[config.mk]
export PLATFORM = sky130hd
export DESIGN_NAME = regfile
export DESIGN_NICKNAME = d
export VERILOG_FILES = /design/src/rtl/cpu16_pkg.sv /design/src/rtl/regfile.sv
export SDC_FILE = /design/constraint.sdc
export NUM_CORES = 1
export LEC_CHECK = 0
export ABC_CLOCK_PERIOD_IN_PS = 1800
export BUFFER_PORTS_ARGS = -buffer_cell sky130_fd_sc_hd__buf_4
export CORE_MARGIN = 3
export CORE_UTILIZATION = 62
export CTS_CLUSTER_SIZE = 30
export DETAILED_ROUTE_END_ITERATION = 10
export GPL_TIMING_DRIVEN = 0
export PLACE_DENSITY = 0.89
export RECOVER_POWER = 50
export SLEW_MARGIN = 20
export SYNTH_ARGS = -nofsm -noshare
export SYNTH_HDL_FRONTEND = slang
export SYNTH_SLANG_ARGS = --single-unit
[constraint.sdc]
create_clock -name clk -period 1.8 [get_ports clk]
set_input_delay 0.27 -clock clk [delete_from_list [all_inputs] [get_ports clk]]
set_output_delay 0.27 -clock clk [all_outputs]
set_load 0.005 [all_outputs]
[src/rtl/cpu16_pkg.sv]
package cpu16_pkg;

	// widths
	localparam int data_w = 16;   // data, address and instruction word
	localparam int op_w = 4;
	localparam int reg_aw = 4;
	localparam int num_regs = 16;
	localparam int flag_w = 5;

	// memory
	localparam int mem_depth = 256;
	localparam int mem_aw = 8;    // low address bits actually decoded

	// opcodes in ir[15:12]
	localparam logic [3:0] op_add = 4'd0;
	localparam logic [3:0] op_addi = 4'd1;   // sign-extended imm
	localparam logic [3:0] op_sub = 4'd2;
	localparam logic [3:0] op_subi = 4'd3;   // sign-extended imm
	localparam logic [3:0] op_and = 4'd4;
	localparam logic [3:0] op_or = 4'd5;
	localparam logic [3:0] op_xor = 4'd6;
	localparam logic [3:0] op_mov = 4'd7;
	localparam logic [3:0] op_movi = 4'd8;   // zero-extended imm
	localparam logic [3:0] op_cmp = 4'd9;
	localparam logic [3:0] op_addc = 4'd10;
	localparam logic [3:0] op_load = 4'd11;
	localparam logic [3:0] op_stor = 4'd12;
	localparam logic [3:0] op_bcond = 4'd13;
	localparam logic [3:0] op_jcond = 4'd14;
	localparam logic [3:0] op_nop = 4'd15;

	// condition codes in ir[11:8], anything not listed never holds
	localparam logic [3:0] cond_eq = 4'd0;   // z
	localparam logic [3:0] cond_ne = 4'd1;   // !z
	localparam logic [3:0] cond_cs = 4'd2;   // c
	localparam logic [3:0] cond_cc = 4'd3;   // !c
	localparam logic [3:0] cond_lo = 4'd4;   // l
	localparam logic [3:0] cond_hs = 4'd5;   // !l
	localparam logic [3:0] cond_mi = 4'd6;   // n
	localparam logic [3:0] cond_uc = 4'd14;  // always

	// flag bit positions
	localparam int flag_n = 4;
	localparam int flag_c = 3;   // carry, or borrow on subtract
	localparam int flag_f = 2;   // signed overflow
	localparam int flag_z = 1;
	localparam int flag_l = 0;   // unsigned less-than

	// pc next-value select
	localparam logic [1:0] pcsel_inc = 2'd0;
	localparam logic [1:0] pcsel_branch = 2'd1;
	localparam logic [1:0] pcsel_jump = 2'd2;

	// control fsm
	localparam logic [1:0] st_fetch = 2'd0;
	localparam logic [1:0] st_decode = 2'd1;
	localparam logic [1:0] st_exec = 2'd2;
	localparam logic [1:0] st_wb = 2'd3;   // load write-back only

endpackage
[src/rtl/regfile.sv]
`timescale 1ns/1ps

module regfile (
	input  logic                           clk,
	input  logic                           reset,
	input  logic [cpu16_pkg::data_w-1:0]   wdata,
	input  logic [cpu16_pkg::num_regs-1:0] reg_en,   // one-hot, all zero for no write
	input  logic [cpu16_pkg::reg_aw-1:0]   raddr_a,
	input  logic [cpu16_pkg::reg_aw-1:0]   raddr_b,
	output logic [cpu16_pkg::data_w-1:0]   rdata_a,
	output logic [cpu16_pkg::data_w-1:0]   rdata_b
);
	import cpu16_pkg::*;

	logic [data_w-1:0] regs [num_regs];

	always_ff @(posedge clk or negedge reset) begin
		if (!reset) begin
			for (int i = 0; i < num_regs; i++) begin
				regs[i] <= '0;
			end
		end else begin
			for (int i = 0; i < num_regs; i++) begin
				if (reg_en[i])
					regs[i] <= wdata;   // new value seen after the edge
			end
		end
	end

	// async reads
	// port a is rdest, also store data
	assign rdata_a = regs[raddr_a];
	// port b is rsrc, also mem address and jump target
	assign rdata_b = regs[raddr_b];

endmodule

==> results.cfg <==
[floorplanning]
initial_core_util = 0.634
die_h_um = 153
ios = 74
coreArea_um2 = 21200
num_rows = 53
die-area_um2 = 23400
die_x_um = 153

[clock_network]
cts_root_buf = clkbuf_16
path_clk_slew_ps = 70
clk_latency_ps = 530
cts_buffers = 27
cts.sinks = 256
cts_buffer_depth = 3
cts_tree = yes
cts-htree-levels = 1

[cells_and_area]
design_area_um2 = 15600
largest_register = regs
nets = 976
drive_gt1_frac = 0.623
reg_top3 = regs: 256 flops
synthToLayoutAreaGrowth_pct = 16.2
antenna_cells = 0
fillers = 1168
fin_util = 0.736
largest_register_ffs = 256
instances_no_fill = 1229

[setup_path]
crit_path_max_fanout = 3
start_kind = flop
cp.arrival_ps = 2100
cp_slowest_stage_delay_ps = 500
rrSetupSlack_ps = 750
crit_chain = mux4_1, a22oi_1, nand2_1, buf_4
critPathSlowestCell = mux4_1
r2r-end = regs[68]
timing.rr.start = regs[68]
crit_type = flop to output port
rr_worst_depth = 3
endpoint_kind = output port
cp.required_ps = 1530

[detailed_routing]
drtAntennaViolNets = 0
wl_per_cell_um = 30.6
routed_wirelength_mm = 37.6
drtPass1Iterations = 7
dr_total_vias = 8993
first_iter_violations = 1160
drc = 0
viasPerCell = 7.32

[logic_synthesis]
yosysUniqueCellTypes = 17
synth-simple-area-share = 0.0123
avgSynthCellArea_um2 = 16.1
synth_seq_cells = 256
synth_top_family_by_area = multiplexers
synth.area.top_cells = dfrtp_1 (48%), mux2_2 (22%), mux4_2 (17%)
async_flop_share = 1.00
synth_commonest_cells = dfrtp_1 (256), mux2_2 (256), mux4_2 (100)
synth_top_area_share = 0.478
syn_inst = 834
synthMuxAreaShare = 0.438
synth_edf_count = 0
syn_nets = 876
yosys.area.top_type = dfrtp_1
yosysSeqAreaShare = 0.478
synth-adder-area-share = 0
yosys_warnings = 0
synthFlopType = dfrtp_1
synth_xor_area_frac = 0
synth-compound-area-share = 0.0358
syn_area_um2 = 13400

[sta]
finalSetupViolations = 32
slew_viol_final = 0
hold_viol_final = 0
rsz0062_at_grt = true
worstMarginPinSlew_ps = 971
fin_crit_ps = 2370
timing.hold.ws_ps = 23.7
slew_headroom = 0.353
setup_ws_ps = -565
fin_crit_sh = 1.31
skew_ps = 0
max_freq_mhz = 423

[place]
dp_cells = 1164
dp_hpwl_mm = 23.6
portBuffers = 53
gp_congestion = 0.889
place_area_um2 = 14200

[run_status]
status = finished, violations left
violations = negative setup slack

[power_and_ir_drop]
leakagePower_nw = 6.23
p_total_mw = 16.0
ir_drop_mv = 0.608
power_density_nw_per_um2 = 1020

[global_routing]
grt_pass1_wl_mm = 56.5
grt_pass1_vias = 9391
grt_overflow = 0
antenna_found_initial = 0
grtUsageTotal = 0.311
grt_max_degree = 100

[hold_path]
holdPathStages = 2
min_from = wdata[3]
hold_path.class = input pin to flop
holdPathEnd = regs[19]

[run]
max-cap-violations = 0
per-stage QoR:
step / worst slack (ps) / TNS [ps]
floorplan: 160 / 0
global placement: -1560 / -407710
detailed placement: -678 / -15550
CTS: -443 / -11350
global route: -558 / -13940
finish: -565 / -13020
layer usage:
metal,wire (um),vias up,global-route usage
met5,0,-,0
met4,1660,0,0.112
met3,3700,165,0.0663
met2,18400,692,0.501
met1,13900,4682,0.427
li1,-,3454,-
worst max-delay path: cells and delay by family (launching register included):
family	cells	cell delay [ps]
compound gates	1	300
buf+inv	1	160
flops	1	440
mux	1	500
simple gates	1	150
kinds of logic after synthesis:
logic type	count (synthesis)
compound gates	64
buf+inv	90
flops	256
mux	384
simple gates	40
timing repair:
action,CTS,global route
hold buffers,1,0
resized for setup,95,20
setup buffers,11,4
hold endpoints to repair,65,0
setup endpoints to repair,32,32
pin swaps,55,10
cloned,0,0
how the worst max path moves through the flow:
stage	start	to	slack (ps)	cells after the start
6_report	regs[254]	rdata_b[14]	-570	4
5_1_grt	regs[105]	rdata_b[9]	-560	4
4_1_cts	regs[255]	rdata_b[15]	-440	4
3_5_place_dp	raddr_b[1]	rdata_b[15]	-680	6
3_3_place_gp	reset	regs[146]	-1560	1
2_1_floorplan	raddr_b[0]	rdata_b[2]	160	5
where the power goes:
part	switching, mW	internal (mW)
Clock	2.42	3.64
Combinational	1.39	1.67
Sequential	0.503	6.34
Total	4.32	11.6
layout by cell type (no fill, tap or decap), drive strengths merged:
| cell type | Yosys | final |
|---|---|---|
| nor2b | 4 | 4 |
| and2 | 2 | 2 |
| dfrtp | 256 | 256 |
| buf | 43 | 95 |
| mux4 | 128 | 128 |
| clkinvlp | 0 | 3 |
| clkbuf | 47 | 97 |
| a22oi | 64 | 64 |
| dlygate4sd3 | 0 | 1 |
| clkinv | 0 | 9 |
| nand2 | 32 | 32 |
| bufinv | 0 | 5 |
| nor2 | 2 | 2 |
| mux2 | 256 | 256 |
area by class of cell:
cell class | count | area [um2] | share of cell area
Multi-Input combinational cell | 488 | 6720 | 0.431
Sequential cell | 256 | 6410 | 0.411
Clock buffer | 32 | 734 | 0.0472
Timing Repair Buffer | 71 | 658 | 0.0423
Tap cell | 275 | 344 | 0.0221
Clock inverter | 17 | 229 | 0.0147
Buffer | 90 | 485 | 0.0312
Note: power is estimated with default switching activity, not from simulation.
