## src/rtl/cpu16_pkg.sv

```systemverilog
package cpu16_pkg;

	// widths
	localparam int data_w = 16;   // data, address and instruction word
	localparam int op_w = 4;
	localparam int reg_aw = 4;
	localparam int num_regs = 16;
	localparam int flag_w = 5;

	// memory
	localparam int mem_depth = 256;
	localparam int mem_aw = 8;    // low address bits actually decoded

	// opcodes in ir[15:12]
	localparam logic [3:0] op_add = 4'd0;
	localparam logic [3:0] op_addi = 4'd1;   // sign-extended imm
	localparam logic [3:0] op_sub = 4'd2;
	localparam logic [3:0] op_subi = 4'd3;   // sign-extended imm
	localparam logic [3:0] op_and = 4'd4;
	localparam logic [3:0] op_or = 4'd5;
	localparam logic [3:0] op_xor = 4'd6;
	localparam logic [3:0] op_mov = 4'd7;
	localparam logic [3:0] op_movi = 4'd8;   // zero-extended imm
	localparam logic [3:0] op_cmp = 4'd9;
	localparam logic [3:0] op_addc = 4'd10;
	localparam logic [3:0] op_load = 4'd11;
	localparam logic [3:0] op_stor = 4'd12;
	localparam logic [3:0] op_bcond = 4'd13;
	localparam logic [3:0] op_jcond = 4'd14;
	localparam logic [3:0] op_nop = 4'd15;

	// condition codes in ir[11:8], anything not listed never holds
	localparam logic [3:0] cond_eq = 4'd0;   // z
	localparam logic [3:0] cond_ne = 4'd1;   // !z
	localparam logic [3:0] cond_cs = 4'd2;   // c
	localparam logic [3:0] cond_cc = 4'd3;   // !c
	localparam logic [3:0] cond_lo = 4'd4;   // l
	localparam logic [3:0] cond_hs = 4'd5;   // !l
	localparam logic [3:0] cond_mi = 4'd6;   // n
	localparam logic [3:0] cond_uc = 4'd14;  // always

	// flag bit positions
	localparam int flag_n = 4;
	localparam int flag_c = 3;   // carry, or borrow on subtract
	localparam int flag_f = 2;   // signed overflow
	localparam int flag_z = 1;
	localparam int flag_l = 0;   // unsigned less-than

	// pc next-value select
	localparam logic [1:0] pcsel_inc = 2'd0;
	localparam logic [1:0] pcsel_branch = 2'd1;
	localparam logic [1:0] pcsel_jump = 2'd2;

	// control fsm
	localparam logic [1:0] st_fetch = 2'd0;
	localparam logic [1:0] st_decode = 2'd1;
	localparam logic [1:0] st_exec = 2'd2;
	localparam logic [1:0] st_wb = 2'd3;   // load write-back only

endpackage
```

## src/rtl/program_counter.sv

```systemverilog
`timescale 1ns/1ps

module program_counter (
	input  logic                         clk,
	input  logic                         reset,
	input  logic                         en,      // one pulse per retired instruction
	input  logic [1:0]                   sel,
	input  logic [7:0]                   disp,    // raw branch displacement
	input  logic [cpu16_pkg::data_w-1:0] target,  // jump address from rsrc
	output logic [cpu16_pkg::data_w-1:0] pc
);
	import cpu16_pkg::*;

	logic [data_w-1:0] disp_ext;

	// relative to the branch itself, so disp 0 spins in place
	assign disp_ext = {{(data_w-8){disp[7]}}, disp};

	always_ff @(posedge clk or negedge reset) begin
		if (!reset) begin
			pc <= '0;   // first fetch from word 0
		end else if (en) begin
			case (sel)
				pcsel_branch: pc <= pc + disp_ext;
				pcsel_jump: pc <= target;
				default: pc <= pc + 1'b1;   // pcsel_inc and untaken branches
			endcase
		end
	end

endmodule

```

## config.mk

```make
export PLATFORM = sky130hd
export DESIGN_NAME = program_counter
export DESIGN_NICKNAME = d
export VERILOG_FILES = /design/src/rtl/cpu16_pkg.sv /design/src/rtl/program_counter.sv
export SDC_FILE = /design/constraint.sdc
export NUM_CORES = 1
export LEC_CHECK = 0
export ABC_AREA = 1
export BUFFER_PORTS_ARGS = -buffer_cell sky130_fd_sc_hd__buf_2
export CAP_MARGIN = 20
export CORE_ASPECT_RATIO = 0.7
export CORE_MARGIN = 5
export CORE_UTILIZATION = 50
export CTS_BUF_LIST = sky130_fd_sc_hd__clkbuf_4 sky130_fd_sc_hd__clkbuf_8
export CTS_CLUSTER_DIAMETER = 30
export DETAILED_ROUTE_END_ITERATION = 8
export PLACE_DENSITY = 0.83
export SLEW_MARGIN = 15
export SYNTH_ARGS = -nofsm -noshare
export SYNTH_HDL_FRONTEND = slang
export SYNTH_SLANG_ARGS = --single-unit
```

## constraint.sdc

```tcl
create_clock -name clk -period 2.8 [get_ports clk]
set_clock_uncertainty 0.2 [all_clocks]
set_input_delay 0.42 -clock clk [delete_from_list [all_inputs] [get_ports clk]]
set_output_delay 0.42 -clock clk [all_outputs]
set_load 0.01 [all_outputs]
```

==> out/metrics.csv <==
metric;value;unit
status;complete, no violations;
setup_viol;0;
worstSetupPathType;primary input to register;
route.detailed.drc;0;
r2r_end;pc[12];
initial_core_util;52.5;%
clock-root-buffer;clkbuf_8;
drive_gt1_share;24.6;%
hold_depth;3;
clockBufferDepth;2;
cts_tree;yes;
worstReg2RegStart;pc[0];
clock.fmax;0.412;GHz
fin_crit_sh;86.7;%
tightest_slew;0.486;ns
crit_path_start_kind;primary input;
min_period;2.43;ns
finalPower;1.12;mW
cp_max_fo;3;
core;3170;µm²
cap_violations;0;
fin_ws;0.372;ns
pwr_density_cell;563;nW/µm²
worst_ep_arrival_time;2.39;ns
first_global_vias;1765;
antenna_found_initial;0;
grt_max_degree;20;
end_kind;register;
tns;0;ns
gr-total-overflow;0;
hold_end;pc[2];
max-slew-margin-rel;67.5;%
io_pins;45;
syn2layout_area_growth;19.9;%
ys_types;30;
die_w;79.0;µm
antenna_cells;0;
wl_per_cell;13.4;µm
grt_pass1_wl;8020;µm
largest-register;pc;
clk_pin_slew;0.08;ns
ff2ff_setup_slack;0.62;ns
multi_input_area;1090;µm²
timing_hold_violations_final;0;
seq_area_frac_synth;24.1;%
first_iter_violations;151;
vias;1827;
syn_avg_cell_area;6.26;µm²
nets;351;
power_leakage;1.16;nW
cts_max_level;1;
worstSkewPairLatency;0.26;ns
reg_top3;pc x16;
gp_congestion;0.960;
syn_inst;266;
nFillCells;312;
drtPass1Iterations;4;
dieHeight;58.3;µm
hp-class;primary input to register;
regArea;400;µm²
rsz0062_at_grt;false;
portBuffers;44;
cts_setup_buffers;0;
crit_required;2.76;ns
ant_nets;0;
detailedPlace.worstSlack;0.139;ns
die-area;4600;µm²
largest_reg_flops;16;
cts_buffers;3;
rows;17;
ys.warnings.count;0;
track_usage;22.0;%
dpl.hpwl;3790;µm
synth_fp_nets;303;
via_per_inst;5.21;
ir_drop;0.283;mV
rr_worst_depth;12;
netlist_area;1660;µm²
synth-seq-cells;16;
slew_violations;0;
drt_wl_total;4710;µm
cts.sinks;16;
min_from;target[2];
## worst max-delay path, cell delays in order
cell,delay (ns)
buf_2,0.10
inv_2,0.05
nand2_2,0.07
or2_2,0.28
ha_1,0.21
fa_1,0.43
nand4_1,0.12
nand3_1,0.12
nand2_1,0.13
nand2_2,0.07
nand2_1,0.06
nand2_1,0.06
nand3_1,0.07
nand3_1,0.07
nand2_1,0.07
nand2_1,0.05
## how the worst max path moves through the flow
stage | start | end | slack [ns]
2_1_floorplan | sel[0] | pc[10] | 0.21
3_3_place_gp | sel[1] | pc[12] | 0.18
3_5_place_dp | sel[1] | pc[12] | 0.14
4_1_cts | sel[1] | pc[12] | 0.39
5_1_grt | sel[1] | pc[12] | 0.16
6_report | sel[1] | pc[12] | 0.37
## cell usage after synthesis (all sizes together)
| cell type | number | area share, % |
|---|---|---|
| inv | 37 | 8.3 |
| o22ai | 2 | 0.75 |
| fa | 1 | 1.2 |
| or2 | 2 | 0.75 |
| dfrtp | 16 | 24 |
| buf | 3 | 1.4 |
| a41o | 3 | 1.8 |
| xor2 | 6 | 3.2 |
| o41ai | 1 | 0.53 |
| a31oi | 1 | 0.38 |
| nand4 | 9 | 3.4 |
| ha | 7 | 5.3 |
| xnor2 | 3 | 1.6 |
| nor2 | 25 | 6.8 |
| a21oi | 5 | 1.5 |
| o21ai | 19 | 5.7 |
| nand2 | 97 | 23 |
| nor3 | 2 | 0.90 |
| clkbuf | 4 | 0.90 |
| o211ai | 4 | 1.8 |
| nand3 | 19 | 6.5 |
## placed cells by master (no fill, tap or decap), drive strengths merged
master	n
buf	49
or2	2
inv	37
a41o	3
nand2	97
fa	1
nor2	25
clkbuf	4
nor3	2
a21oi	5
xor2	6
o22ai	2
o41ai	1
dfrtp	16
ha	7
xnor2	3
o211ai	4
o21ai	19
a31oi	1
nand4	9
dlygate4sd3	1
nand3	19
## metrics by stage
step / util, % / cell area, µm² / std cells / hold slack, ns
floorplan: - / 1660 / 266 / -0.0756
global placement: 60.9 / 1930 / 346 / 0.165
detailed placement: 60.9 / 1930 / 346 / 0.168
CTS: 63.0 / 2000 / 351 / 0.175
global route: 63.0 / 2000 / 351 / 0.188
finish: 63.0 / 2000 / 351 / 0.177
## area by class of cell
cell class / count / area share [%]
Multi-Input combinational cell: 206 / 54.4
Tap cell: 38 / 2.38
Inverter: 37 / 6.96
Timing Repair Buffer: 50 / 13.4
Clock buffer: 4 / 2.76
Sequential cell: 16 / 20.1
## power breakdown
part,internal [mW],switching [mW],total (mW)
sequential,0.285,0.0600,0.345
clock,0.125,0.0982,0.223
combinational,0.213,0.342,0.555
total,0.624,0.500,1.12
## cells by family (layout without fill, tap and decap cells)
kind of cell,count (synthesis),count (layout),synth area share [%]
buffers and inverters,44,91,10.7
DFF,16,16,24.1
xor gates and xnor gates,9,9,4.74
AOI/OAI and AO/OA,35,35,12.5
adders and majority gates,8,8,6.47
and+or+nand+nor,154,154,41.6
## timing repair
| item | in CTS | in global routing |
|---|---|---|
| hold buffers | 1 | 0 |
| endpoints found under the hold margin | 16 | 0 |
| gates resized for setup | 0 | 0 |
## routing by layer
layer | share of wire, % | up-vias | track usage, % | routed length [µm]
met1 | 52 | 805 | 34.6 | 2440
met5 | 0 | - | 0 | 0
met4 | 0.53 | 0 | 3.43 | 25
met2 | 38 | 68 | 30.7 | 1780
met3 | 9.9 | 4 | 4.97 | 465
li1 | - | 950 | - | -
(Power assumes the default switching activity.)
