<file path="src/rtl/cpu16_pkg.sv">
package cpu16_pkg;

	// widths
	localparam int data_w = 16;   // data, address and instruction word
	localparam int op_w = 4;
	localparam int reg_aw = 4;
	localparam int num_regs = 16;
	localparam int flag_w = 5;

	// memory
	localparam int mem_depth = 256;
	localparam int mem_aw = 8;    // low address bits actually decoded

	// opcodes in ir[15:12]
	localparam logic [3:0] op_add = 4'd0;
	localparam logic [3:0] op_addi = 4'd1;   // sign-extended imm
	localparam logic [3:0] op_sub = 4'd2;
	localparam logic [3:0] op_subi = 4'd3;   // sign-extended imm
	localparam logic [3:0] op_and = 4'd4;
	localparam logic [3:0] op_or = 4'd5;
	localparam logic [3:0] op_xor = 4'd6;
	localparam logic [3:0] op_mov = 4'd7;
	localparam logic [3:0] op_movi = 4'd8;   // zero-extended imm
	localparam logic [3:0] op_cmp = 4'd9;
	localparam logic [3:0] op_addc = 4'd10;
	localparam logic [3:0] op_load = 4'd11;
	localparam logic [3:0] op_stor = 4'd12;
	localparam logic [3:0] op_bcond = 4'd13;
	localparam logic [3:0] op_jcond = 4'd14;
	localparam logic [3:0] op_nop = 4'd15;

	// condition codes in ir[11:8], anything not listed never holds
	localparam logic [3:0] cond_eq = 4'd0;   // z
	localparam logic [3:0] cond_ne = 4'd1;   // !z
	localparam logic [3:0] cond_cs = 4'd2;   // c
	localparam logic [3:0] cond_cc = 4'd3;   // !c
	localparam logic [3:0] cond_lo = 4'd4;   // l
	localparam logic [3:0] cond_hs = 4'd5;   // !l
	localparam logic [3:0] cond_mi = 4'd6;   // n
	localparam logic [3:0] cond_uc = 4'd14;  // always

	// flag bit positions
	localparam int flag_n = 4;
	localparam int flag_c = 3;   // carry, or borrow on subtract
	localparam int flag_f = 2;   // signed overflow
	localparam int flag_z = 1;
	localparam int flag_l = 0;   // unsigned less-than

	// pc next-value select
	localparam logic [1:0] pcsel_inc = 2'd0;
	localparam logic [1:0] pcsel_branch = 2'd1;
	localparam logic [1:0] pcsel_jump = 2'd2;

	// control fsm
	localparam logic [1:0] st_fetch = 2'd0;
	localparam logic [1:0] st_decode = 2'd1;
	localparam logic [1:0] st_exec = 2'd2;
	localparam logic [1:0] st_wb = 2'd3;   // load write-back only

endpackage
</file>
<file path="src/rtl/alu.sv">
`timescale 1ns/1ps

module alu (
	input  logic [cpu16_pkg::data_w-1:0] a,            // rdest value
	input  logic [cpu16_pkg::data_w-1:0] b,            // rsrc value or imm
	input  logic [cpu16_pkg::op_w-1:0]   op,
	input  logic [cpu16_pkg::flag_w-1:0] flags,        // stored flags
	output logic [cpu16_pkg::data_w-1:0] result,
	output logic [cpu16_pkg::flag_w-1:0] flags_next
);
	import cpu16_pkg::*;

	logic              cin;
	logic [data_w:0]   sum;    // msb is carry out
	logic [data_w:0]   diff;   // msb is borrow
	logic              add_ovf;
	logic              sub_ovf;

	assign cin = (op == op_addc) ? flags[flag_c] : 1'b0;   // only addc chains
	assign sum = {1'b0, a} + {1'b0, b} + {{data_w{1'b0}}, cin};
	assign diff = {1'b0, a} - {1'b0, b};

	// same signs in, different sign out
	assign add_ovf = (a[data_w-1] == b[data_w-1]) && (sum[data_w-1] != a[data_w-1]);
	// a - b overflows only when signs differ
	assign sub_ovf = (a[data_w-1] != b[data_w-1]) && (diff[data_w-1] != a[data_w-1]);

	always_comb begin
		case (op)
			op_add, op_addi, op_addc: result = sum[data_w-1:0];
			op_sub, op_subi, op_cmp: result = diff[data_w-1:0];   // cmp shows difference
			op_and: result = a & b;
			op_or: result = a | b;
			op_xor: result = a ^ b;
			op_mov, op_movi: result = b;
			default: result = a;   // load, stor, branches, nop
		endcase
	end

	always_comb begin
		flags_next = flags;   // hold for non-arith ops
		case (op)
			op_add, op_addi, op_addc: begin
				flags_next[flag_n] = result[data_w-1];
				flags_next[flag_c] = sum[data_w];
				flags_next[flag_f] = add_ovf;
				flags_next[flag_z] = (result == '0);
				flags_next[flag_l] = 1'b0;   // no compare on adds
			end
			op_sub, op_subi, op_cmp: begin
				flags_next[flag_n] = result[data_w-1];
				flags_next[flag_c] = diff[data_w];
				flags_next[flag_f] = sub_ovf;
				flags_next[flag_z] = (result == '0);
				// borrow out is exactly a < b unsigned
				flags_next[flag_l] = diff[data_w];
			end
			default: begin
			end
		endcase
	end

endmodule

</file>
<file path="config.mk">
export PLATFORM = sky130hd
export DESIGN_NAME = alu
export DESIGN_NICKNAME = d
export VERILOG_FILES = /design/src/rtl/cpu16_pkg.sv /design/src/rtl/alu.sv
export SDC_FILE = /design/constraint.sdc
export NUM_CORES = 1
export LEC_CHECK = 0
export BUFFER_PORTS_ARGS = -buffer_cell sky130_fd_sc_hd__buf_2
export CAP_MARGIN = 40
export CORE_ASPECT_RATIO = 0.75
export CORE_MARGIN = 2
export CORE_UTILIZATION = 65
export DETAILED_ROUTE_END_ITERATION = 10
export PLACE_DENSITY_LB_ADDON = 0.08
export RECOVER_POWER = 50
export SETUP_SLACK_MARGIN = 0.4
export SLEW_MARGIN = 20
export SYNTH_ARGS = -nofsm -noshare
export SYNTH_HDL_FRONTEND = slang
export SYNTH_SLANG_ARGS = --single-unit
</file>
<file path="constraint.sdc">
create_clock -name vclk -period 13.41
set_clock_uncertainty 0.2 [all_clocks]
set_input_delay 1.341 -clock vclk [all_inputs]
set_output_delay 1.341 -clock vclk [all_outputs]
set_load 0.005 [all_outputs]
</file>
==> flow_metrics.env <==
export IMPL_status="finished with violations"
export IMPL_violations="max-capacitance violations, max-slew violations"
export IMPL_period_needed_ns=8.10
export IMPL_synth_largest_area_cell="ha_1"
export IMPL_grt_overflow=0
export IMPL_p_int_w=0.0000617
export IMPL_maxCapViolations=2
export IMPL_routed_wl_microns=11700
export IMPL_pin_count=62
export IMPL_seq_cells=0
export IMPL_place_area_sq_um=3630
export IMPL_synthCells=497
export IMPL_p_clk_share_pct=0
export IMPL_rsz0062_at_grt="no"
export IMPL_row_count=22
export IMPL_wl_per_cell_microns=19.5
export IMPL_synth_area_per_cell_sq_um=6.89
export IMPL_ys_seq_area_share_pct=0
export IMPL_netlist_top_cells_count="ha_1, inv_1, a21oi_1, nor2_1, nand2_1"
export IMPL_synth_top_family_by_area="compound AO/OA/AOI/OAI gates"
export IMPL_grt_pass1_vias=3674
export IMPL_crit_slowest_cell="clkbuf_1"
export IMPL_num_antenna_cells=0
export IMPL_via_per_inst=7.04
export IMPL_netlist_cell_type_count=86
export IMPL_fillers=427
export IMPL_cp_max_fo=41
export IMPL_worstMarginPinSlew_ns=1.78
export IMPL_cp_end_kind="primary output"
export IMPL_required_ns=11.87
export IMPL_slew_limit_headroom_pct=-19.4
export IMPL_max_freq_mhz=123
export IMPL_synth_area_mux_share_pct=0
export IMPL_start_util_pct=68.7
export IMPL_fin_cells=602
export IMPL_seq_power_share_pct=0
export IMPL_hpwl_microns=8600
export IMPL_cp_top_family="compound AO/OA/AOI/OAI gates"
export IMPL_vias=4239
export IMPL_path_buf_inv=3
export IMPL_synth_nets=589
export IMPL_fin_area_sq_um=3610
export IMPL_die_area_sq_um=5870
export IMPL_synth_simple_gate_area_share_pct=25.8
export IMPL_die_w_microns=87.8
export IMPL_drive_gt1_share_pct=15.7
export IMPL_seq_area_sq_um=0
export IMPL_finalWorstSetupSlack_ns=5.31
export IMPL_post_route_drc_count=0
export IMPL_numPortBuffers=62
export IMPL_leakage_nw=1.66
export IMPL_slew_violations=59
export IMPL_holdBufCountCts=0
export IMPL_synth_most_common_cell="ha_1"
export IMPL_first_iter_violations=630
export IMPL_grt_max_degree=45
export IMPL_min_path_type="input port to primary output"
export IMPL_hold_viol_final=0
export IMPL_cp_depth=17
export IMPL_dpl_cell_count=602
export IMPL_grt_first_pass_wirelength_microns=18200
export IMPL_ir_drop_uv=24.4
export IMPL_combPwrFrac_pct=100.0
export IMPL_crit_start="op[3]"
export IMPL_tns_ns=0
export IMPL_synthAdderAreaFrac_pct=19.3
export IMPL_synth_compound_area_share_pct=42.7
export IMPL_synth_yosys_warnings=0
export IMPL_antenna_left=0
export IMPL_pre_cts_slack_ns=6.30
export IMPL_area_growth_pct=5.37
export IMPL_p_per_area_nw_per_um2=44.8
export IMPL_clkbuf_count=0
export IMPL_nNetsFinal=624
export IMPL_syn_area_sq_um=3420
export IMPL_max_stage_delay_ns=1.25
export IMPL_core_area_sq_um=4980
export IMPL_antenna_found_initial=0
export IMPL_crit_path_cell_trace="clkbuf_1 > nor3b_1 > nand3_1 > fa_1 > inv_1 > fa_1 > a21o_1 > a22o_2 > nor3_1 > o311a_1 > a21oi_1 > nor2_1 > a2111oi_0 > nor3_1 > or4b_1 > o21ai_1 > buf_2"
export IMPL_routabilityCongestion=1.03
export IMPL_synth_xor_area_share_pct=1.02
export IMPL_endpoint="flags_next[1]"
export IMPL_ys_top_cells_by_area="ha_1, a21oi_1, inv_1, nor2_1, nand2_1"
export IMPL_post_cts_resized=0
export IMPL_path_class="input port to primary output"
export IMPL_grt_usage_pct=38.8
export IMPL_startpoint_type="input port"
export IMPL_synth_top_area_share_pct=17.5
export IMPL_firstDrtPassIters=7
export IMPL_arrival_ns=6.56
export IMPL_switchingPower_w=0.0000999
export IMPL_cts_setup_buffers=0
export IMPL_final_util_pct=72.4
export IMPL_finalCritPeriodShare_pct=60.4
export IMPL_die_h_microns=66.9
export IMPL_setup_viol=0
export IMPL_swShare_pct=61.8
[worst min path at each step]
stage / depth (start not counted) / from / end / slack, ns
floorplan: 2 / flags[1] / flags_next[1] / 2.58
global placement: 4 / flags[4] / flags_next[4] / 2.74
detailed placement: 3 / flags[0] / flags_next[0] / 2.75
CTS: 3 / flags[0] / flags_next[0] / 2.75
global route: 3 / flags[0] / flags_next[0] / 2.76
finish: 4 / flags[4] / flags_next[4] / 2.75
[power by group through the flow]
stage | Sequential (W) | Clock, W | Combinational, W
floorplan | 0 | 0 | 0.000111
global placement | 0 | 0 | 0.000151
detailed placement | 0 | 0 | 0.000155
CTS | 0 | 0 | 0.000156
global route | 0 | 0 | 0.000173
finish | 0 | 0 | 0.000162
[cells by family after synthesis]
| logic type | Yosys count |
|---|---|
| AOI/OAI and AO/OA | 195 |
| adders and majority gates | 51 |
| xor gates and xnor gates | 4 |
| and+or+nand+nor | 168 |
| buffers and inverters | 79 |
[worst min-delay path, delay by kind of cell]
kind	cells	cell delay, ns
compound gates	1	0.05
buf+inv	2	0.18
simple gates	1	0.04
[layout make-up]
class	count	area (sq um)	share of cell area, %
multi-input cells	418	3020	83.6
well taps	72	90.1	2.50
inverters	48	180	4.99
repair buffers	64	322	8.91
[metal layers]
| metal | vias to the layer above | global-route usage [%] | routed length [microns] |
|---|---|---|---|
| met2 | 349 | 58.5 | 4860 |
| met4 | 0 | 11.9 | 342 |
| met3 | 45 | 5.70 | 1770 |
| met5 | - | 0 | 0 |
| li1 | 1913 | - | - |
| met1 | 1932 | 56.3 | 4750 |
[stage by stage]
stage,total power [W],hold slack (ns)
detailed placement,0.000155,2.75
global placement,0.000151,2.74
CTS,0.000156,2.75
global route,0.000173,2.76
floorplan,0.000111,2.58
finish,0.000162,2.75
[cell usage in the layout, fill, tap and decap left out, types with 4 or more instances in the layout]
master     instances
a211oi_1           7
a21boi_0           5
a21o_1             7
a21oi_1           46
a22oi_1            6
a2bb2oi_1          5
a31oi_1            5
buf_2             58
ha_1              48
inv_1             47
nand2_1           40
nand2b_1          11
nand3_1            9
nand3b_1           5
nor2_1            46
nor2b_1            6
nor3_1            10
nor4_1             6
o2111ai_1          4
o211a_1            4
o211ai_1           6
o21ai_0           30
o21bai_1           4
o221ai_1           7
o22ai_1            6
o31ai_1            4
o32a_1             4
or3_1              6
Power figures use the tool's default switching activity.
