**config.mk**
```make
export PLATFORM = sky130hd
export DESIGN_NAME = control_decoder
export DESIGN_NICKNAME = d
export VERILOG_FILES = /design/src/rtl/cpu16_pkg.sv /design/src/rtl/control_decoder.sv
export SDC_FILE = /design/constraint.sdc
export NUM_CORES = 1
export LEC_CHECK = 0
export ABC_AREA = 1
export BUFFER_PORTS_ARGS = -buffer_cell sky130_fd_sc_hd__buf_4
export CAP_MARGIN = 20
export CORE_MARGIN = 1.5
export CORE_UTILIZATION = 37
export DETAILED_ROUTE_END_ITERATION = 10
export GPL_ROUTABILITY_DRIVEN = 0
export PLACE_DENSITY = 0.8
export SLEW_MARGIN = 20
export SYNTH_ARGS = -nofsm -noshare
export SYNTH_HDL_FRONTEND = slang
export SYNTH_SLANG_ARGS = --single-unit
```
**constraint.sdc**
```tcl
create_clock -name clk -period 1.9 [get_ports clk]
set_input_delay 0.19 -clock clk [delete_from_list [all_inputs] [get_ports clk]]
set_output_delay 0.19 -clock clk [all_outputs]
set_load 0.05 [all_outputs]
```
**src/rtl/cpu16_pkg.sv**
```systemverilog
package cpu16_pkg;

	// widths
	localparam int data_w = 16;   // data, address and instruction word
	localparam int op_w = 4;
	localparam int reg_aw = 4;
	localparam int num_regs = 16;
	localparam int flag_w = 5;

	// memory
	localparam int mem_depth = 256;
	localparam int mem_aw = 8;    // low address bits actually decoded

	// opcodes in ir[15:12]
	localparam logic [3:0] op_add = 4'd0;
	localparam logic [3:0] op_addi = 4'd1;   // sign-extended imm
	localparam logic [3:0] op_sub = 4'd2;
	localparam logic [3:0] op_subi = 4'd3;   // sign-extended imm
	localparam logic [3:0] op_and = 4'd4;
	localparam logic [3:0] op_or = 4'd5;
	localparam logic [3:0] op_xor = 4'd6;
	localparam logic [3:0] op_mov = 4'd7;
	localparam logic [3:0] op_movi = 4'd8;   // zero-extended imm
	localparam logic [3:0] op_cmp = 4'd9;
	localparam logic [3:0] op_addc = 4'd10;
	localparam logic [3:0] op_load = 4'd11;
	localparam logic [3:0] op_stor = 4'd12;
	localparam logic [3:0] op_bcond = 4'd13;
	localparam logic [3:0] op_jcond = 4'd14;
	localparam logic [3:0] op_nop = 4'd15;

	// condition codes in ir[11:8], anything not listed never holds
	localparam logic [3:0] cond_eq = 4'd0;   // z
	localparam logic [3:0] cond_ne = 4'd1;   // !z
	localparam logic [3:0] cond_cs = 4'd2;   // c
	localparam logic [3:0] cond_cc = 4'd3;   // !c
	localparam logic [3:0] cond_lo = 4'd4;   // l
	localparam logic [3:0] cond_hs = 4'd5;   // !l
	localparam logic [3:0] cond_mi = 4'd6;   // n
	localparam logic [3:0] cond_uc = 4'd14;  // always

	// flag bit positions
	localparam int flag_n = 4;
	localparam int flag_c = 3;   // carry, or borrow on subtract
	localparam int flag_f = 2;   // signed overflow
	localparam int flag_z = 1;
	localparam int flag_l = 0;   // unsigned less-than

	// pc next-value select
	localparam logic [1:0] pcsel_inc = 2'd0;
	localparam logic [1:0] pcsel_branch = 2'd1;
	localparam logic [1:0] pcsel_jump = 2'd2;

	// control fsm
	localparam logic [1:0] st_fetch = 2'd0;
	localparam logic [1:0] st_decode = 2'd1;
	localparam logic [1:0] st_exec = 2'd2;
	localparam logic [1:0] st_wb = 2'd3;   // load write-back only

endpackage
```
**src/rtl/control_decoder.sv**
```systemverilog
`timescale 1ns/1ps

module control_decoder (
	input  logic                           clk,
	input  logic                           reset,
	input  logic [cpu16_pkg::data_w-1:0]   instr,        // q_a from ram
	input  logic [cpu16_pkg::flag_w-1:0]   flags_next,
	output logic [cpu16_pkg::flag_w-1:0]   flags,
	output logic                           pc_en,
	output logic [1:0]                     pc_sel,
	output logic                           addr_sel,     // 0 pc, 1 rsrc
	output logic                           imm_sel,
	output logic                           wb_sel,       // 0 alu, 1 memory
	output logic                           mem_we,
	output logic                           retire,
	output logic [cpu16_pkg::num_regs-1:0] reg_en,
	output logic [cpu16_pkg::op_w-1:0]     op,
	output logic [cpu16_pkg::reg_aw-1:0]   rdest,
	output logic [cpu16_pkg::reg_aw-1:0]   rsrc,
	output logic [cpu16_pkg::data_w-1:0]   imm,
	output logic [7:0]                     disp
);
	import cpu16_pkg::*;

	logic [1:0]        state;
	logic [1:0]        state_nx;
	logic [data_w-1:0] ir;
	logic              executing;
	logic              cond_ok;
	logic              writes_reg;   // alu op with register result
	logic              mem_op;

	always_ff @(posedge clk or negedge reset) begin
		if (!reset) begin
			state <= st_fetch;
			ir <= {op_nop, {(data_w-op_w){1'b0}}};   // keeps out defined before first decode
			flags <= '0;
		end else begin
			state <= state_nx;
			if (state == st_decode)
				ir <= instr;   // ram data valid one cycle after fetch
			if (retire)
				flags <= flags_next;
		end
	end

	always_comb begin
		case (state)
			st_fetch: state_nx = st_decode;
			st_decode: state_nx = st_exec;
			st_exec: state_nx = (op == op_load) ? st_wb : st_fetch;
			default: state_nx = st_fetch;
		endcase
	end

	// fixed field split
	assign op = ir[15:12];
	assign rdest = ir[11:8];   // doubles as cond code
	assign rsrc = ir[3:0];
	assign disp = ir[7:0];
	assign imm = (op == op_movi) ? {8'h00, ir[7:0]} : {{8{ir[7]}}, ir[7:0]};

	// condition on the stored flags
	always_comb begin
		case (rdest)
			cond_eq: cond_ok = flags[flag_z];
			cond_ne: cond_ok = !flags[flag_z];
			cond_cs: cond_ok = flags[flag_c];
			cond_cc: cond_ok = !flags[flag_c];
			cond_lo: cond_ok = flags[flag_l];
			cond_hs: cond_ok = !flags[flag_l];
			cond_mi: cond_ok = flags[flag_n];
			cond_uc: cond_ok = 1'b1;
			default: cond_ok = 1'b0;   // never
		endcase
	end

	assign executing = (state == st_exec);
	assign mem_op = (op == op_load) || (op == op_stor);
	assign imm_sel = (op == op_addi) || (op == op_subi) || (op == op_movi);
	assign writes_reg = !(op inside {op_cmp, op_load, op_stor, op_bcond, op_jcond, op_nop});

	// load retires in write-back instead of exec
	assign retire = (executing && (op != op_load)) || (state == st_wb);
	assign pc_en = retire;

	always_comb begin
		if (op == op_bcond && cond_ok)
			pc_sel = pcsel_branch;
		else if (op == op_jcond && cond_ok)
			pc_sel = pcsel_jump;
		else
			pc_sel = pcsel_inc;   // also failed conditions
	end

	assign addr_sel = (executing && mem_op) || (state == st_wb);
	assign mem_we = executing && (op == op_stor);
	assign wb_sel = (state == st_wb);

	// one-hot write on rdest
	assign reg_en = ((executing && writes_reg) || (state == st_wb))
		? ({{(num_regs-1){1'b0}}, 1'b1} << rdest) : '0;

endmodule

```
==> impl_metrics.json <==
{
  "outcome": "finished, final reports clean",
  "seq_area_sq_um": 581,
  "rr_worst_depth": 3,
  "period_needed_ps": 1770,
  "critPathLaunch": "ir[10]",
  "critPathCapture": "pc_sel[0]",
  "initial_core_util": 0.395,
  "tightest_slew_ps": 507,
  "grt_pass1_vias": 1206,
  "synth.top_cells.by_area": "dfrtp_1, buf_4, nor2_1",
  "placedCellCount": 276,
  "drt-initial-drc-count": 38,
  "final_cells": 281,
  "holdPathStages": 3,
  "crit_slowest_cell": "dfrtp_1",
  "placed_cell_area_sq_um": 1940,
  "worst_r2r_endpoint": "ir[0]",
  "synth_edf_count": 0,
  "htreeDepth": 1,
  "ys_async_sr_fraction": 1.00,
  "fmax_mhz": 566,
  "post_drt_wl_per_cell_microns": 11.8,
  "design_area_sq_um": 2000,
  "synth-seq-area-share": 0.426,
  "max_stage_delay_ps": 420,
  "crit_arrival_ps": 1580,
  "dp_hpwl_mm": 2.67,
  "dieArea_sq_um": 4050,
  "synth_cells": 165,
  "avgSynthCellArea_sq_um": 8.25,
  "netlist.area_leader.share": 0.349,
  "drtPass1Iterations": 4,
  "ant_nets": 0,
  "row_count": 21,
  "finalHoldWorstSlack_ps": 121,
  "ios": 88,
  "critPathMaxFanout": 5,
  "ys_ff_latch": 23,
  "insertedDiodeCount": 0,
  "vias_per_cell": 4.65,
  "reg2reg_slack_ps": 490,
  "dr_total_vias": 1308,
  "crit_path_frequent_cell": "nor2_1",
  "cts_tree": "yes",
  "track_usage": 0.167,
  "dieWidth_microns": 63.7,
  "grt_pass1_wl_mm": 5.29,
  "synth.cell_area_sq_um": 1360,
  "synth_flop_cell": "dfrtp_1",
  "yosys_warnings": 0,
  "critPathRequiredTime_ps": 1710,
  "clock-sinks": 23,
  "cts.clk_slew.worst_paths_ps": 80,
  "drc": 0,
  "die_y_microns": 63.7,
  "yosysTopAreaCell": "dfrtp_1",
  "criticalPathCategory": "reg -> out",
  "root_buffer": "clkbuf_8",
  "rsz0062_at_grt": "false",
  "timing.rr.start": "state[1]",
  "relSlewSlack": 0.661,
  "n_fill_cell": 342,
  "multi_input_area_sq_um": 579,
  "hold_class": "in -> reg",
  "cap_violations": 0,
  "worstSkewPairLatency_ps": 260,
  "setup-violations-final": 0,
  "area_growth_syn_to_layout_pct": 47.1,
  "drt-total-wl_mm": 3.33,
  "cts_buffers": 3,
  "io_buffers": 87,
  "hold_viol": 0,
  "grt_max_degree": 25,
  "endpoint_kind": "primary output",
  "fin_crit_sh": 0.930,
  "core_area_sq_um": 3440,
  "cp-start-kind": "flop",
  "slew_violations": 0,
  "drive_above_1_share": 0.515,
  "worstPathCellList": "inv_1 -> nor2_1 -> nand2_1 -> nor2_1 -> nor2_1 -> a21oi_2 -> buf_4",
  "syn-num-nets": 188,
  "clock_path_buffers": 2,
  "skew_ps": 3.65,
  "overflow": 0,
  "nets": 259,
  "yosysUniqueCellTypes": 22,
  "antenna_found_initial": 0
}
==> metal layers <==
layer	GRT usage	vias to the layer above	share of wire	wire, microns
li1	-	643	-	-
met1	0.202	611	0.41	1360
met2	0.280	47	0.51	1690
met3	0.0357	7	0.059	197
met4	0.0815	0	0.023	76
met5	0	-	0	0
==> through the flow <==
stage,utilization,setup slack [ps],setup TNS [ps]
CTS,0.579,58.2,0
detailed placement,0.563,357,0
floorplan,-,-406,-1590
global route,0.582,3.59,0
global placement,0.563,393,0
finish,0.582,133,0
==> state kept, by name, indices dropped and copies added, names as in the netlist <==
register and flops:
flags 5, ir 16, state 2
==> critical path: cells and delay by family (launching register included) <==
family	cells	cell delay (ps)
AND/OR/NAND/NOR	4	450
buffers and inverters	2	300
flip-flops	1	420
AO/OA/AOI/OAI	1	130
==> synth_stat cells (4+ instances only) <==
library cell / instances
mux2_4: 5
nand2_1: 22
nor2_1: 30
buf_4: 21
nor3_1: 4
inv_1: 18
a21oi_1: 10
nand3_1: 10
mux2_2: 4
dfstp_2: 4
dfrtp_1: 19
==> worst min path at each step <==
| stage | from | endpoint | slack, ps |
|---|---|---|---|
| after floorplan | reset | flags[0] | -110 |
| after global placement | reset | ir[1] | 100 |
| after detailed placement | reset | ir[1] | 100 |
| after CTS | flags_next[2] | flags[2] | 110 |
| after global routing | flags_next[2] | flags[2] | 120 |
| final | flags_next[2] | flags[2] | 120 |
==> placed cells by master, fill, tap and decap left out, drive strengths merged <==
| master | count |
|---|---|
| o31ai | 1 |
| buf | 87 |
| o21ai | 6 |
| mux2 | 9 |
| nand3 | 11 |
| dfrtp | 19 |
| dfstp | 4 |
| nand2 | 26 |
| dlygate4sd3 | 1 |
| clkinv | 1 |
| clkbuf | 3 |
| nor3 | 4 |
| nor2 | 32 |
| a21oi | 10 |
| a21boi | 1 |
| inv | 20 |
==> final cells by class <==
| class | instances | area share |
|---|---|---|
| Clock inverter | 1 | 0.00250 |
| Multi-Input combinational cell | 100 | 0.289 |
| Timing Repair Buffer | 88 | 0.331 |
| Clock buffer | 3 | 0.0206 |
| Sequential cell | 23 | 0.290 |
| Tap cell | 46 | 0.0287 |
| Inverter | 20 | 0.0375 |
==> what timing repair did <==
action	in CTS	in global routing
hold endpoints to repair	19	0
hold buffers	1	0
buffers inserted	0	0
setup endpoints to repair	0	4
resized for setup	0	2
==> logic make-up after synthesis <==
| group | synth area share |
|---|---|
| multiplexers | 0.0882 |
| buffers and inverters | 0.179 |
| AND/OR/NAND/NOR | 0.233 |
| AO/OA/AOI/OAI | 0.0726 |
| flip-flops | 0.426 |
Power is not shown: default switching activity piles up to over one toggle a cycle in this logic, so the estimate is an artifact.
